$ cat src/trace_pkg.sv
package trace_pkg;

    // table sizes, from the id widths below
    localparam int rob_entries = 128;
    localparam int st_entries  = 8;

    typedef logic [63:0] xlen_t;     // data and address word
    typedef logic [6:0]  rob_id_t;   // ROB entry id
    typedef logic [2:0]  st_tag_t;   // store request tag
    typedef logic [11:0] csr_addr_t;
    typedef logic [7:0]  strb_t;     // one bit per byte lane
    typedef logic [3:0]  byte_cnt_t; // 0..8 written bytes

    // CSR state as seen at decode, before the instruction executes
    typedef struct packed {
        xlen_t mstatus;
        xlen_t mcause;
        xlen_t mepc;
        xlen_t mtval;
    } csr_snap_t;

    // control-flow kind of a back-end redirect
    typedef enum logic [1:0] {
        redir_none   = 2'd0,
        redir_branch = 2'd1,
        redir_jal    = 2'd2,
        redir_jalr   = 2'd3
    } redir_kind_e;

    // one committing instruction as presented by the core
    typedef struct packed {
        rob_id_t     rob_id;
        xlen_t       pc;
        logic [31:0] ir;
        logic        has_store;   // st_tag is meaningful
        st_tag_t     st_tag;
        logic        csr_we;
        csr_addr_t   csr_addr;    // raw address, aliases not yet folded
        xlen_t       csr_wval;
        redir_kind_e redir;
    } commit_ev_t;

    // store effect, data already aligned to the lowest written byte
    typedef struct packed {
        xlen_t     mem_addr;
        xlen_t     mem_data;
        byte_cnt_t mem_bytes;
    } store_rec_t;

    // record handed to the co-simulation checker
    typedef struct packed {
        xlen_t       pc;
        logic [31:0] ir;
        csr_snap_t   snap;
        logic        csr_we;
        csr_addr_t   csr_addr;    // canonical machine-level address
        xlen_t       csr_wval;
        store_rec_t  mem;         // mem_bytes is 0 without a store
    } trace_rec_t;

endpackage
$ cat src/trace_packer.sv
module trace_packer #(
    parameter int fifo_depth    = 4,
    parameter int trace_credits = 4
) (
    input  logic                   clk,
    input  logic                   rst,
    input  logic                   cmt_valid,
    input  trace_pkg::commit_ev_t  cmt_ev,
    output logic                   cmt_ready,
    input  trace_pkg::csr_snap_t   snap,
    input  trace_pkg::store_rec_t  st_rec,
    output logic                   trc_valid,
    output trace_pkg::trace_rec_t  trc_rec,
    input  logic                   trc_credit
);

    localparam int ptr_w  = (fifo_depth > 1) ? $clog2(fifo_depth) : 1;
    localparam int occ_w  = $clog2(fifo_depth + 1);
    localparam int cred_w = $clog2(trace_credits + 1);

    trace_pkg::trace_rec_t new_rec;
    trace_pkg::trace_rec_t fifo_mem [fifo_depth];

    logic [ptr_w-1:0]  wr_ptr;
    logic [ptr_w-1:0]  rd_ptr;
    logic [occ_w-1:0]  occ;         // entries held
    logic [cred_w-1:0] credit_cnt;  // sends the sink can still absorb

    logic push;
    logic pop;
    logic full;
    logic empty;

    // fold S-mode and user counter aliases onto their M-mode names
    function automatic trace_pkg::csr_addr_t map_csr_addr(input trace_pkg::csr_addr_t addr);
        trace_pkg::csr_addr_t res;
        res = addr;
        if (addr == 12'h100 || addr == 12'h104 || addr == 12'h144) begin
            res = addr + 12'h200;  // sstatus, sie, sip
        end else if (addr >= 12'hc00 && addr <= 12'hc02) begin
            res = addr - 12'h100;  // cycle, time, instret
        end
        return res;
    endfunction

    // circular pointer step, depth need not be a power of two
    function automatic logic [ptr_w-1:0] ptr_next(input logic [ptr_w-1:0] ptr);
        logic [ptr_w-1:0] res;
        if (ptr == ptr_w'(fifo_depth - 1)) begin
            res = '0;
        end else begin
            res = ptr + 1'b1;
        end
        return res;
    endfunction

    always_comb begin
        new_rec.pc       = cmt_ev.pc;
        new_rec.ir       = cmt_ev.ir;
        new_rec.snap     = snap;
        new_rec.csr_we   = cmt_ev.csr_we;
        new_rec.csr_addr = map_csr_addr(cmt_ev.csr_addr);
        new_rec.csr_wval = cmt_ev.csr_wval;
        new_rec.mem      = st_rec;
        if (!cmt_ev.has_store) begin
            new_rec.mem.mem_bytes = '0;  // stale tag entry, no effect
        end
    end

    assign full      = (occ == occ_w'(fifo_depth));
    assign empty     = (occ == '0);
    assign cmt_ready = !full;
    assign push      = cmt_valid && cmt_ready;

    // head goes out whenever the sink has room
    assign trc_valid = !empty && (credit_cnt != '0);
    assign trc_rec   = fifo_mem[rd_ptr];
    assign pop       = trc_valid;

    always_ff @(posedge clk) begin
        if (push) begin
            fifo_mem[wr_ptr] <= new_rec;
        end
    end

    always_ff @(posedge clk) begin
        if (rst) begin
            wr_ptr <= '0;
            rd_ptr <= '0;
            occ    <= '0;
        end else begin
            if (push) begin
                wr_ptr <= ptr_next(wr_ptr);
            end
            if (pop) begin
                rd_ptr <= ptr_next(rd_ptr);
            end
            case ({push, pop})
                2'b10:   occ <= occ + 1'b1;
                2'b01:   occ <= occ - 1'b1;
                default: occ <= occ;  // idle or pass-through
            endcase
        end
    end

    always_ff @(posedge clk) begin
        if (rst) begin
            credit_cnt <= cred_w'(trace_credits);
        end else begin
            case ({pop, trc_credit})
                2'b10:   credit_cnt <= credit_cnt - 1'b1;
                2'b01:   credit_cnt <= credit_cnt + 1'b1;
                default: credit_cnt <= credit_cnt;
            endcase
        end
    end

endmodule

$ cat config.mk
export PLATFORM = sky130hd
export DESIGN_NAME = trace_packer
export DESIGN_NICKNAME = d
export VERILOG_FILES = /design/src/trace_pkg.sv /design/src/trace_packer.sv
export SDC_FILE = /design/constraint.sdc
export NUM_CORES = 1
export LEC_CHECK = 0
export BUFFER_PORTS_ARGS = -buffer_cell sky130_fd_sc_hd__buf_4
export CORE_AREA = 2 2 441 443
export DETAILED_ROUTE_END_ITERATION = 10
export DIE_AREA = 0 0 443 445
export PLACE_DENSITY_LB_ADDON = 0.12
export SLEW_MARGIN = 15
export SYNTH_ARGS = -nofsm -noshare
export SYNTH_HDL_FRONTEND = slang
export SYNTH_SLANG_ARGS = --single-unit
$ cat constraint.sdc
create_clock -name clk -period 46.8 [get_ports clk]
set_input_delay 4.68 -clock clk [delete_from_list [all_inputs] [get_ports clk]]
set_output_delay 4.68 -clock clk [all_outputs]
set_load 0.02 [all_outputs]
---- After elaboration in Yosys (flattened, before gate mapping) ----
Memories as Yosys holds them, arrays and structs flattened. A register that Yosys moved wholly into a read port is not among the register bits.
Index checks and enable logic that the tools add are counted.
Widths: inputs -> output; s select.
storage, ports and cells
  memories kept ........................... 1
  bits in writable memories ............... 2244
  register bits ........................... 10
  output and inout port bits .............. 563
  input bits .............................. 578
  logic and storage cells ................. 47
cells by class
  mux-type cells .......................... 11
  $add $sub $neg .......................... 8
  reduce and logical (&&, ||, !) cells .... 11
  eq/ne operators ......................... 10
  order comparisons ....................... 2
memory list
  memory    words  bits a word  read ports  clocked after memory_dff  write ports  line                text
  fifo_mem  4      561          1           1                         1            trace_packer.sv:22  trace_pkg::trace_rec_t fifo_mem [fifo_depth];
operator list
  kind                    count
  $eq 12x9->1 const B     3
  $mux 12                 2
  $add 12x10->12 const B  1
  $ge 12x12->1 const B    1
  $le 12x12->1 const B    1
  $pmux 3 s2              2
  $sub 12x9->12 const B   1
  $eq 2x2->1 const B      4
  $mux 2                  4
  $add 3x1->3 const B     2
  $sub 3x1->3 const B     2
  $add 2x1->2 const B     2
  $eq 2x1->1 const B      2
  $mux 4                  1
  $reduce_bool 2->1       2
  $eq 3x3->1 const B      1
  $logic_and 1x1->1       3
  $logic_not 3->1         1
  $reduce_bool 3->1       1
  $logic_not 1->1         2
  $logic_or 1x1->1        2
  $mux 1                  2

---- Longest topological paths before layout ----
Gate-level depths: netlist (run 1).
  depth in word-level cells ............... 5
  mapped depth ............................ 9
  depth with buffers taken out ............ 9

---- Least setup slack after synthesis (run 1) ----
OpenSTA, ideal clock, no wires.
  path kind ............................... in2reg
  start ................................... in cmt_valid
  end ..................................... mem fifo_mem[0][0] (netlist name) (enable)
  path buffers ............................ 0
  arrival time ............................ 17.382 ns
  slack ................................... 28.413 ns
  cell stages on the path ................. 1
  data required time ...................... 45.794 ns
  cell sequence ........................... and3_1
between the ends
  cells in the longest elaborated chain, start to end .. 3
ends and longest elaborated chain
  item                          line                text
  start, declared               trace_packer.sv:7   input logic cmt_valid,
  $logic_and 1x1->1             trace_packer.sv:73  assign push = cmt_valid && cmt_ready;
  $mux 1                        trace_packer.sv:81  if (push) begin
  $mux 1 (not written as such)  trace_packer.sv:82  fifo_mem[wr_ptr] <= new_rec;
  end, declared                 trace_packer.sv:22
No other way between the ends.

==> results.md, run 1 <==
Outcome:
- The run finished with clean final reports.

Synth:
- The largest total area in the synthesized netlist belongs to sky130_fd_sc_hd__edfxtp_1.
- Counting every instance in the synthesized netlist gives about 3,000.
- For this run, the leading register cell type out of synthesis is sky130_fd_sc_hd__edfxtp_1.
- The warning count from the yosys run is 0.
- The net count after synthesis is 3,631.
- Yosys attributes the largest share of cell area to sky130_fd_sc_hd__edfxtp_1, sky130_fd_sc_hd__mux4_2, sky130_fd_sc_hd__buf_6.
- The average cell area after synthesis is roughly 27 sq um.
- The netlist uses 37 different library cells.
- After synthesis the netlist holds a flip-flop and latch count of around 2,300.
- The count of flip-flops with a built-in enable after synthesis is 2,244.
- In the synthesized netlist the async set-or-reset flop fraction comes to 0%.
- In this run the biggest area consumer among cell types represents between 80% and 90% of the synthesized area.
- The cell area that synthesis handed to floorplanning was 81,800 sq um.
- The sequential-to-total area share from yosys stat is around 83%.

Setup path:
- The largest fanout on the critical path is 56.
- STA classifies the critical path startpoint as a flip-flop.
- The number of cells on the worst reg-to-reg path is 5.
- In this run the critical register-to-register path is launched from occ[0].
- The type of the setup path with the least slack is reg2out.
- On the worst path, the slowest cell contributes a delay of 0.83 ns.
- The required time of the critical path is about 42 ns.
- In this run the register-to-register setup slack is 42.46 ns.
- Traced cell by cell, the critical path runs through buf_4 > buf_4 > buf_4 > buf_4 > mux4_2 > buf_4.
- The reg-to-reg critical path endpoint is fifo_mem[2][517].
- STA classifies the critical path endpoint as an output pin.
- Among all stages on the critical path, the largest delay is contributed by sky130_fd_sc_hd__buf_4.
- The cell repeated most along the worst path is sky130_fd_sc_hd__buf_4.
- For the worst setup path, the data arrival time is about 5.5 ns.

Place:
- The routability congestion estimate is slightly below 0.8.
- The placed wire-length estimate is about 130 mm.
- The count of buffers added on input and output ports is 1,128.

Global route:
- The leftover overflow at the end of global routing is 0.
- The via count of the first global-routing pass was between 30,000 and 40,000.
- The global-route wire length before repair is around 290 mm.
- Entering global routing, the biggest net connects between 100 and 150 pins.
- The number of antenna violations at the first check in global routing was 58.
- Global routing used around a fifth of the available tracks across all layers.

STA:
- The remaining max-slew budget at the tightest pin is a little under 30%.
- Between clock sinks in the finished design, the worst skew comes to between 0.03 and 0.04 ns.
- The sum of negative setup slack is 0 ns.
- Subtracting the final worst setup slack from the clock period gives slightly above 10 ns.
- The maximum operating frequency is between 90 and 100 MHz.
- Dividing the final minimum period by the clock period gives approximately 22%.
- The max-slew violation total from the final report is 0.
- Setup repair after global routing left no endpoint under its margin.
- The number of hold-slack violations in the final timing report was 0.
- At the pin with the least slew margin, the transition time is between 1 and 1.5 ns.
- The final number of setup-violating endpoints is 0.

Power:
- Net switching is 30.8% of the power.
- The net switching power is ~1900 uW.
- The power density relative to cell area is between 60 and 70 nW/um^2.
- The portion of total power attributed to the clock network is about 29%.
- In this run the static leakage power is between 0.03 and 0.04 uW.
- The power share of the combinational group is 30.7%.
- IR analysis of the VDD net gives a maximum drop of ~0.000040 V.
- Sequential cells burn between 40% and 50% of the power.
- The internal power of the cells totals roughly 4200 uW.

Clocking:
- The maximum clock insertion buffer count is 3.
- The post-cts hold buffer count is 0.
- The latest clock arrival within the worst-skew pair is about 0.88 ns.
- Gates resized during post-CTS repair numbered 0.
- Clock tree synthesis inserted a total of 230 buffers.
- The buffer type at the clock tree root is sky130_fd_sc_hd__clkbuf_16.
- The total clock sinks is about 2,300.
- After clock tree synthesis, the clock-pin slew on the worst setup and hold paths is around 0.060 ns.
- The number of buffers added for setup after CTS is 0.
- The TritonCTS clock tree is done.
- CTS built an H-tree with a depth of 4.

Final layout:
- The number of nets in the layout is around 5,000.
- From synthesis to final layout, the design area changed by 22.7%.
- The utilization after layout is around 52%.
- Fill cells in the final layout number approximately 15,000.
- The proportion of layout cells with a drive suffix above 1 is 45.3%.
- The area used by sequential logic in the layout is 67,600 sq um.
- Summing all multi-input logic gate instances after layout gives about 13,000 sq um.

Floorplan:
- The core region is 192,000 sq um.
- The area of the die is just under 200,000 sq um.
- For this configuration, the core starts out at a cell density of 42.6%.
- The I/O pin count is between 1,000 and 1,500.
- The floorplan has 161 rows.
- The die span in y is between 400 and 500 um.
- The die span in x is around 440 um.

Drt:
- In the routed design, unresolved DRC markers number 0.
- The number of detailed-routing iterations run before antenna repair is 5.
- For this block, the routed nets add up to just over 200 mm of wire.
- The detail route stage leaves a number of antenna-violating nets equal to 0.
- In the routed layout, each cell is associated on average with a via count of 5.30.
- In this run, the number of DRC markers left after iteration 0 of detailed routing was 2,663.
- For this block, the via count after detailed routing is between 30,000 and 40,000.
- The average routed wire per standard cell is 28.8 um.

Run:
- The number of violations of the max-capacitance limit is 0.

Hold path:
- For hold timing, the worst endpoint is occ[2].
- The min-delay analysis places its worst path in the category reg2reg.
- The worst hold path stage count is 2.
- The start point of the worst min-delay path is occ[2].
[power groups by stage]
| stage | registers (uW) | logic [uW] | clock network [uW] |
|---|---|---|---|
| 2_1_floorplan | 2600 | 1120 | 0 |
| 3_3_place_gp | 2510 | 1930 | 0 |
| 3_5_place_dp | 2520 | 1920 | 0 |
| 4_1_cts | 2480 | 1930 | 1800 |
| 5_1_grt | 2490 | 1970 | 1880 |
| 6_report | 2470 | 1880 | 1760 |
[per-stage QoR]
step	std cells	setup slack, ns	hold slack, ns	instance area, sq um	total power, uW
finish	7053	36.63	0.495	100000	6120
global route	7051	36.29	0.539	100000	6340
CTS	7032	36.29	0.494	100000	6210
detailed placement	6613	37.27	0.489	93100	4440
global placement	6613	37.23	0.487	93100	4440
floorplan	3037	28.41	0.466	81800	3720
[final cells by class]
class | count | share of cell area (%)
Antenna cell | 21 | 0.0524
Tap cell | 2526 | 3.15
Timing Repair Buffer | 1177 | 8.94
Multi-Input combinational cell | 643 | 13.2
Inverter | 11 | 0.0411
Clock buffer | 291 | 6.03
Sequential cell | 2256 | 67.4
Clock inverter | 128 | 1.17
[synthesized netlist by cell type, types with 8 or more instances]
cell type,n
sky130_fd_sc_hd__buf_1,18
sky130_fd_sc_hd__buf_2,41
sky130_fd_sc_hd__buf_4,21
sky130_fd_sc_hd__buf_6,32
sky130_fd_sc_hd__clkbuf_1,15
sky130_fd_sc_hd__dfxtp_1,12
sky130_fd_sc_hd__edfxtp_1,2244
sky130_fd_sc_hd__ha_1,14
sky130_fd_sc_hd__inv_1,11
sky130_fd_sc_hd__mux4_2,561
sky130_fd_sc_hd__nand2_1,8
sky130_fd_sc_hd__nor2_1,12
[routing by layer]
metal  vias to the layer above  share of wire (%)  GRT usage (%)
met5                         -               0.12              0
met2                      1204                 53           35.0
met4                        40                3.1           7.34
li1                      15900                  -              -
met3                       345                7.7           6.77
met1                     19900                 36           23.6
[logic make-up (layout without fill, tap and decap cells)]
logic type / count (synthesis) / after routing / synth area share, %
compound gates: 13 / 13 / 0.104
other cells: 0 / 21 / 0
xor+xnor: 5 / 5 / 0.0535
flops: 2256 / 2256 / 82.7
fa+ha+maj: 16 / 16 / 0.263
mux: 565 / 565 / 15.5
simple gates: 44 / 44 / 0.309
buf+inv: 138 / 1607 / 1.09
[worst max-delay path, delay by kind of cell (launching register included)]
kind                   cells  cell delay, ns
buffers and inverters      5            3.23
DFF                        1            0.80
muxes                      1            0.46
[worst max-delay path by stage]
stage,to,slack [ns],cells past startpoint
finish,trc_rec[110],36.63,6
global route,trc_rec[110],36.29,6
CTS,trc_rec[110],36.29,6
detailed placement,trc_rec[110],37.27,6
global placement,trc_rec[110],37.23,6
floorplan,fifo_mem[0][0],28.41,1
[layout by cell type, fill, tap and decap left out, types with 2 or more instances in the layout]
cell,instances
sky130_fd_sc_hd__edfxtp_1,2244
sky130_fd_sc_hd__buf_4,1166
sky130_fd_sc_hd__mux4_2,561
sky130_fd_sc_hd__clkbuf_16,233
sky130_fd_sc_hd__clkinv_1,70
sky130_fd_sc_hd__clkbuf_1,58
sky130_fd_sc_hd__clkinv_2,24
sky130_fd_sc_hd__diode_2,21
sky130_fd_sc_hd__bufinv_16,18
sky130_fd_sc_hd__ha_1,14
sky130_fd_sc_hd__nor2_1,12
sky130_fd_sc_hd__inv_1,11
sky130_fd_sc_hd__buf_12,11
sky130_fd_sc_hd__dfxtp_1,10
sky130_fd_sc_hd__nand2_1,8
sky130_fd_sc_hd__inv_6,6
sky130_fd_sc_hd__a21oi_1,4
sky130_fd_sc_hd__o21ai_0,4
sky130_fd_sc_hd__and2_1,4
sky130_fd_sc_hd__and3_4,4
sky130_fd_sc_hd__xor2_1,4
sky130_fd_sc_hd__clkinv_16,4
sky130_fd_sc_hd__nor3_1,3
sky130_fd_sc_hd__mux2i_1,3
sky130_fd_sc_hd__inv_16,3
sky130_fd_sc_hd__clkinvlp_4,3
sky130_fd_sc_hd__nand2b_1,2
sky130_fd_sc_hd__a211oi_1,2
sky130_fd_sc_hd__or3_1,2
sky130_fd_sc_hd__fa_1,2
sky130_fd_sc_hd__dfxtp_4,2
[state kept, by name, summed over array words and instances (netlist names), named ones only]
name and flops:
credit_cnt 3, rd_ptr 2, wr_ptr 2, occ 3
fifo_mem 2244
Power figures use the tool's default switching activity.
==> run 2, diff against run 1 <==
ABC_AREA = 1   (was not set)
CORE_AREA = 2 2 447 449   (was 2 2 441 443)
DIE_AREA = 0 0 449 451   (was 0 0 443 445)
clock period = 9.8 ns   (was 46.8 ns; I/O delays follow)
==> results.md, run 2 <==
Outcome:
- The flow ran to the end, and the final reports show no timing, DRC or antenna violations.

Hold path:
- Counting instances, the worst hold path has a depth of 1.
- The class of the tightest hold or removal check is in2reg.
- In this run the most critical hold path is launched from st_rec[52].
- The path with the worst hold slack has its endpoint at fifo_mem[2][52].

Synth:
- In the synthesized netlist, the cells that appear most often are sky130_fd_sc_hd__edfxtp_1, sky130_fd_sc_hd__nor2_1, sky130_fd_sc_hd__o21ai_0.
- A synthesized cell averages roughly 15 sq um.
- Synthesis handed over a netlist of 5,563 instances.
- The cell type with the largest total area after synthesis is sky130_fd_sc_hd__edfxtp_1.
- The net count after synthesis is around 6,200.
- In this run, distinct cell masters in the synthesized netlist total 27.
- The share of synthesized flip-flops with an asynchronous set or reset is 0%.
- Summing every instance area after synthesis gives between 80,000 and 90,000 sq um.
- The count of flip-flops with a built-in enable after synthesis is around 2,200.
- The most common cell in the synthesized netlist is sky130_fd_sc_hd__edfxtp_1.
- The warning count from the yosys run is 0.
- Synthesis inferred roughly 2,300 register bits.
- Of the post-synthesis cell area, the dominant cell type holds 80.8%.
- Among all flip-flop cells after synthesis, the most frequent one is sky130_fd_sc_hd__edfxtp_1.
- After synthesis, the cell types taking the most area are sky130_fd_sc_hd__edfxtp_1, sky130_fd_sc_hd__o21ai_0, sky130_fd_sc_hd__nor2_1.
- The sequential-to-total area share from yosys stat is between 80% and 90%.

Place:
- At the placement stage, the worst setup path has a slack of between 4 and 5 ns.
- The number of input and output port buffers inserted is ~1,100.
- Summed over all nets, the half-perimeter wirelength after detailed placement is 134 mm.
- The standard cell area after detailed placement is 94,200 sq um.
- Once placement completed, the tool counted placed cells totaling around 9,000.
- The routability congestion estimate is around 0.8.

Clocking:
- For this design, the CTS-stage hold fixing added 0 buffers.
- The number of gates resized after CTS is 0.
- The buffer type at the clock tree root is sky130_fd_sc_hd__clkbuf_16.
- The clock drives 2,256 sinks.
- In this run, CTS created clock tree buffers numbering about 230.
- No sink is reached through more buffers than the 3 on the longest clock path.
- The clock reaches the later pin of the worst-skew pair after 0.88 ns.
- The clock-pin transition on the worst setup and hold timing paths is 0.06 ns.
- The number of buffers added for setup after CTS is 0.
- The TritonCTS clock tree is done.
- The H-tree depth is 4.

STA:
- The worst-case clock skew is approximately 0.058 ns.
- The routed design could run at a clock period as short as roughly 5.7 ns.
- The max-slew violation total from the final report came to 0.
- In the finished design, the share of the clock period the worst path needs comes to between 50% and 60%.
- The final setup slack of the worst path is about 4 ns.
- At the pin with the least slew margin, the transition time is approximately 1.3 ns.
- The number of hold-slack violations in the final timing report is 0.
- Setup violations remaining at the end of the flow were counted as 0.
- For this run, the top clock speed supported by timing is around 170 MHz.
- The remaining max-slew budget at the tightest pin is ~15%.
- Setup repair after global routing left no endpoint under its margin.
- Across all hold checks on the routed design, the worst slack comes to approximately 0.30 ns.

Run:
- The tool flagged a number of max-cap violations equal to 0.

Final layout:
- The layout overhead on the synthesized area is 21.5%.
- The utilization after layout is 51.1%.
- The net count of the finished layout is 7,199.
- Once layout is done, the placed cells without fillers occupy approximately 100,000 sq um.
- fifo_mem holds more flip-flops than any other register.
- The proportion of layout cells with a drive suffix above 1 is 21.9%.
- The flip-flop count of the largest register after layout is 2,244.
- After the flow finishes, the layout carries non-filler instances totaling 9,499.
- The most common cell after layout, fill and taps aside is sky130_fd_sc_hd__edfxtp_1.
- In the final layout, the registers with the most flip-flops are fifo_mem (2244), credit_cnt (3), occ (3).
- The library cells used most frequently in the layout, excluding fill and tap cells, are sky130_fd_sc_hd__edfxtp_1, sky130_fd_sc_hd__buf_4, sky130_fd_sc_hd__nor2_1.

Setup path:
- The reg-to-reg critical path endpoint is fifo_mem[3][441].
- The length in cells of the worst reg-to-reg path is 6.
- Across all register-to-register paths, the minimum setup slack is between 6 and 7 ns.
- The kind of end point of the critical path is an output pin.
- STA puts the critical path data arrival time at between 4 and 5 ns.
- STA classifies the critical path startpoint as a flip-flop.
- In this run the critical register-to-register path is launched from occ[1].
- The largest fanout on the critical path is roughly 210.
- For this design, the slowest cell found on the critical path is sky130_fd_sc_hd__dfxtp_4.
- On the worst path, the slowest cell contributes a delay of 0.82 ns.
- The critical path goes through buf_4 > buf_12 > buf_4 > o21ai_0 > o22ai_1 > buf_4.
- The cell repeated most along the worst path is sky130_fd_sc_hd__buf_4.
- The worst setup path is of the reg2out kind.
- For the worst setup path, the data required time is roughly 9 ns.

Global route:
- The via count of the first global-routing pass came to ~48,000.
- For this run, global-route usage on met1 was measured as around a quarter.
- The global routing usage summed across all routing layers is 21.8%.
- Global routing used 7.06% of the available met3 tracks.
- Entering global routing, the biggest net connects 210 pins.
- After global routing, the most crowded layer is met2.
- The global-route wire length before repair is around 330 mm.
- The leftover overflow at the end of global routing is 0.
- The number of antenna violations at the first check in global routing came to 74.
- The met2 capacity usage during global routing is a little over a third.

Drt:
- The aggregate routed wire length is ~230 mm.
- The first detailed-routing pass took 6 iterations.
- The average routed wire per standard cell is 24.2 um.
- Across all layers, the routed design uses just over 50,000 vias.
- After detailed routing, the number of remaining DRC violations is 0.
- The first routing iteration left approximately 3,800 violations.
- The count of nets left with antenna violations once routing finished came out at 0.
- After detailed routing, the number of vias per cell comes to about 5.3.

Power:
- The share of total power dissipated in sequential elements is between 30% and 40%.
- The static power due to leakage is 0.0347 uW.
- The power density relative to cell area is approximately 320 nW/um^2.
- The portion of total power attributed to the clock network is 25.0%.
- The power share of the combinational group is 38.9%.
- The switching fraction of total power is about 38%.
- IR analysis of the VDD net gives a maximum drop of 0.000262 V.
- In this run the power spent charging and discharging nets is ~13,000 uW.
- The internal portion of the total power is about 20,000 uW.

Floorplan:
- The core area is roughly 200,000 sq um.
- The I/O pin count is approximately 1,100.
- The die covers between 200,000 and 250,000 sq um.
- The die is about 450 um wide.
- For this configuration, the core starts out at a cell density of 42.1%.
- The number of cell rows is between 150 and 200.
- The die span in y is around 450 um.
## run 2: cell types whose count changed after synthesis, moves of 7 or more
cell,previous run,this run
sky130_fd_sc_hd__nor2_1,12,1142
sky130_fd_sc_hd__o21ai_0,4,1031
sky130_fd_sc_hd__mux4_2,561,0
sky130_fd_sc_hd__o22ai_1,0,561
sky130_fd_sc_hd__clkbuf_1,15,193
sky130_fd_sc_hd__o21ai_1,0,102
sky130_fd_sc_hd__buf_2,41,137
sky130_fd_sc_hd__buf_6,32,5
sky130_fd_sc_hd__buf_1,18,0
sky130_fd_sc_hd__inv_1,11,29
sky130_fd_sc_hd__nand2_1,8,25
sky130_fd_sc_hd__buf_4,21,30
sky130_fd_sc_hd__clkbuf_2,0,8
sky130_fd_sc_hd__nand3_1,0,7
## run 2: worst max-delay path, delay by kind of cell (launching register included)
kind,cells,cell delay (ns)
AOI/OAI and AO/OA,2,0.49
buffers and inverters,4,2.37
DFF,1,0.82
## run 2: power groups by stage
stage                     Clock (uW)  Sequential, uW  Combinational, uW
after CTS                       8380           11900              12900
after global routing            8740           11900              13600
after global placement             0           12000              12800
after detailed placement           0           12100              12900
after floorplan                    0           12200               7030
final                           8200           11900              12700
## run 2: logic make-up (layout without fill, tap and decap cells)
logic type / Yosys count / count (layout) / share of synthesized area (%)
DFF: 2256 / 2256 / 81.1
and+or+nand+nor: 1179 / 1179 / 5.33
AOI/OAI and AO/OA: 1706 / 1706 / 11.1
adders and majority gates: 16 / 16 / 0.258
buffers and inverters: 404 / 1642 / 2.22
xor gates and xnor gates: 2 / 2 / 0.0210
other: 0 / 42 / 0
## run 2: worst max-delay path by stage
stage,from,end,slack [ns],cells past startpoint
finish,flip-flop,trc_rec[84],4.06,6
global route,flip-flop,trc_rec[274],3.65,6
CTS,flip-flop,trc_rec[84],3.85,6
floorplan,cmt_valid,fifo_mem[0][0],-0.08,2
global placement,flip-flop,trc_rec[194],4.85,6
detailed placement,flip-flop,trc_rec[84],4.79,6
## run 2: per-layer routing
metal | vias up | share of wire (%)
met1 | 25100 | 39
met4 | 54 | 4.3
li1 | 23300 | -
met3 | 430 | 7.7
met2 | 1408 | 49
met5 | - | 0.15
## run 2: layout make-up
| cell class | count | area [sq um] |
|---|---|---|
| Fill cell | 16800 | 96900 |
| Sequential cell | 2256 | 67600 |
| Multi-Input combinational cell | 2903 | 14000 |
| Timing Repair Buffer | 1185 | 9150 |
| Clock buffer | 306 | 6000 |
| Tap cell | 2656 | 3320 |
| Clock inverter | 120 | 1030 |
| Inverter | 31 | 131 |
| Antenna cell | 42 | 105 |
## run 2: metrics by stage
| step | power, uW | TNS [ns] |
|---|---|---|
| after floorplan | 19200 | -158.37 |
| after CTS | 33100 | 0 |
| after detailed placement | 24900 | 0 |
| after global routing | 34200 | 0 |
| final | 32800 | 0 |
| after global placement | 24800 | 0 |
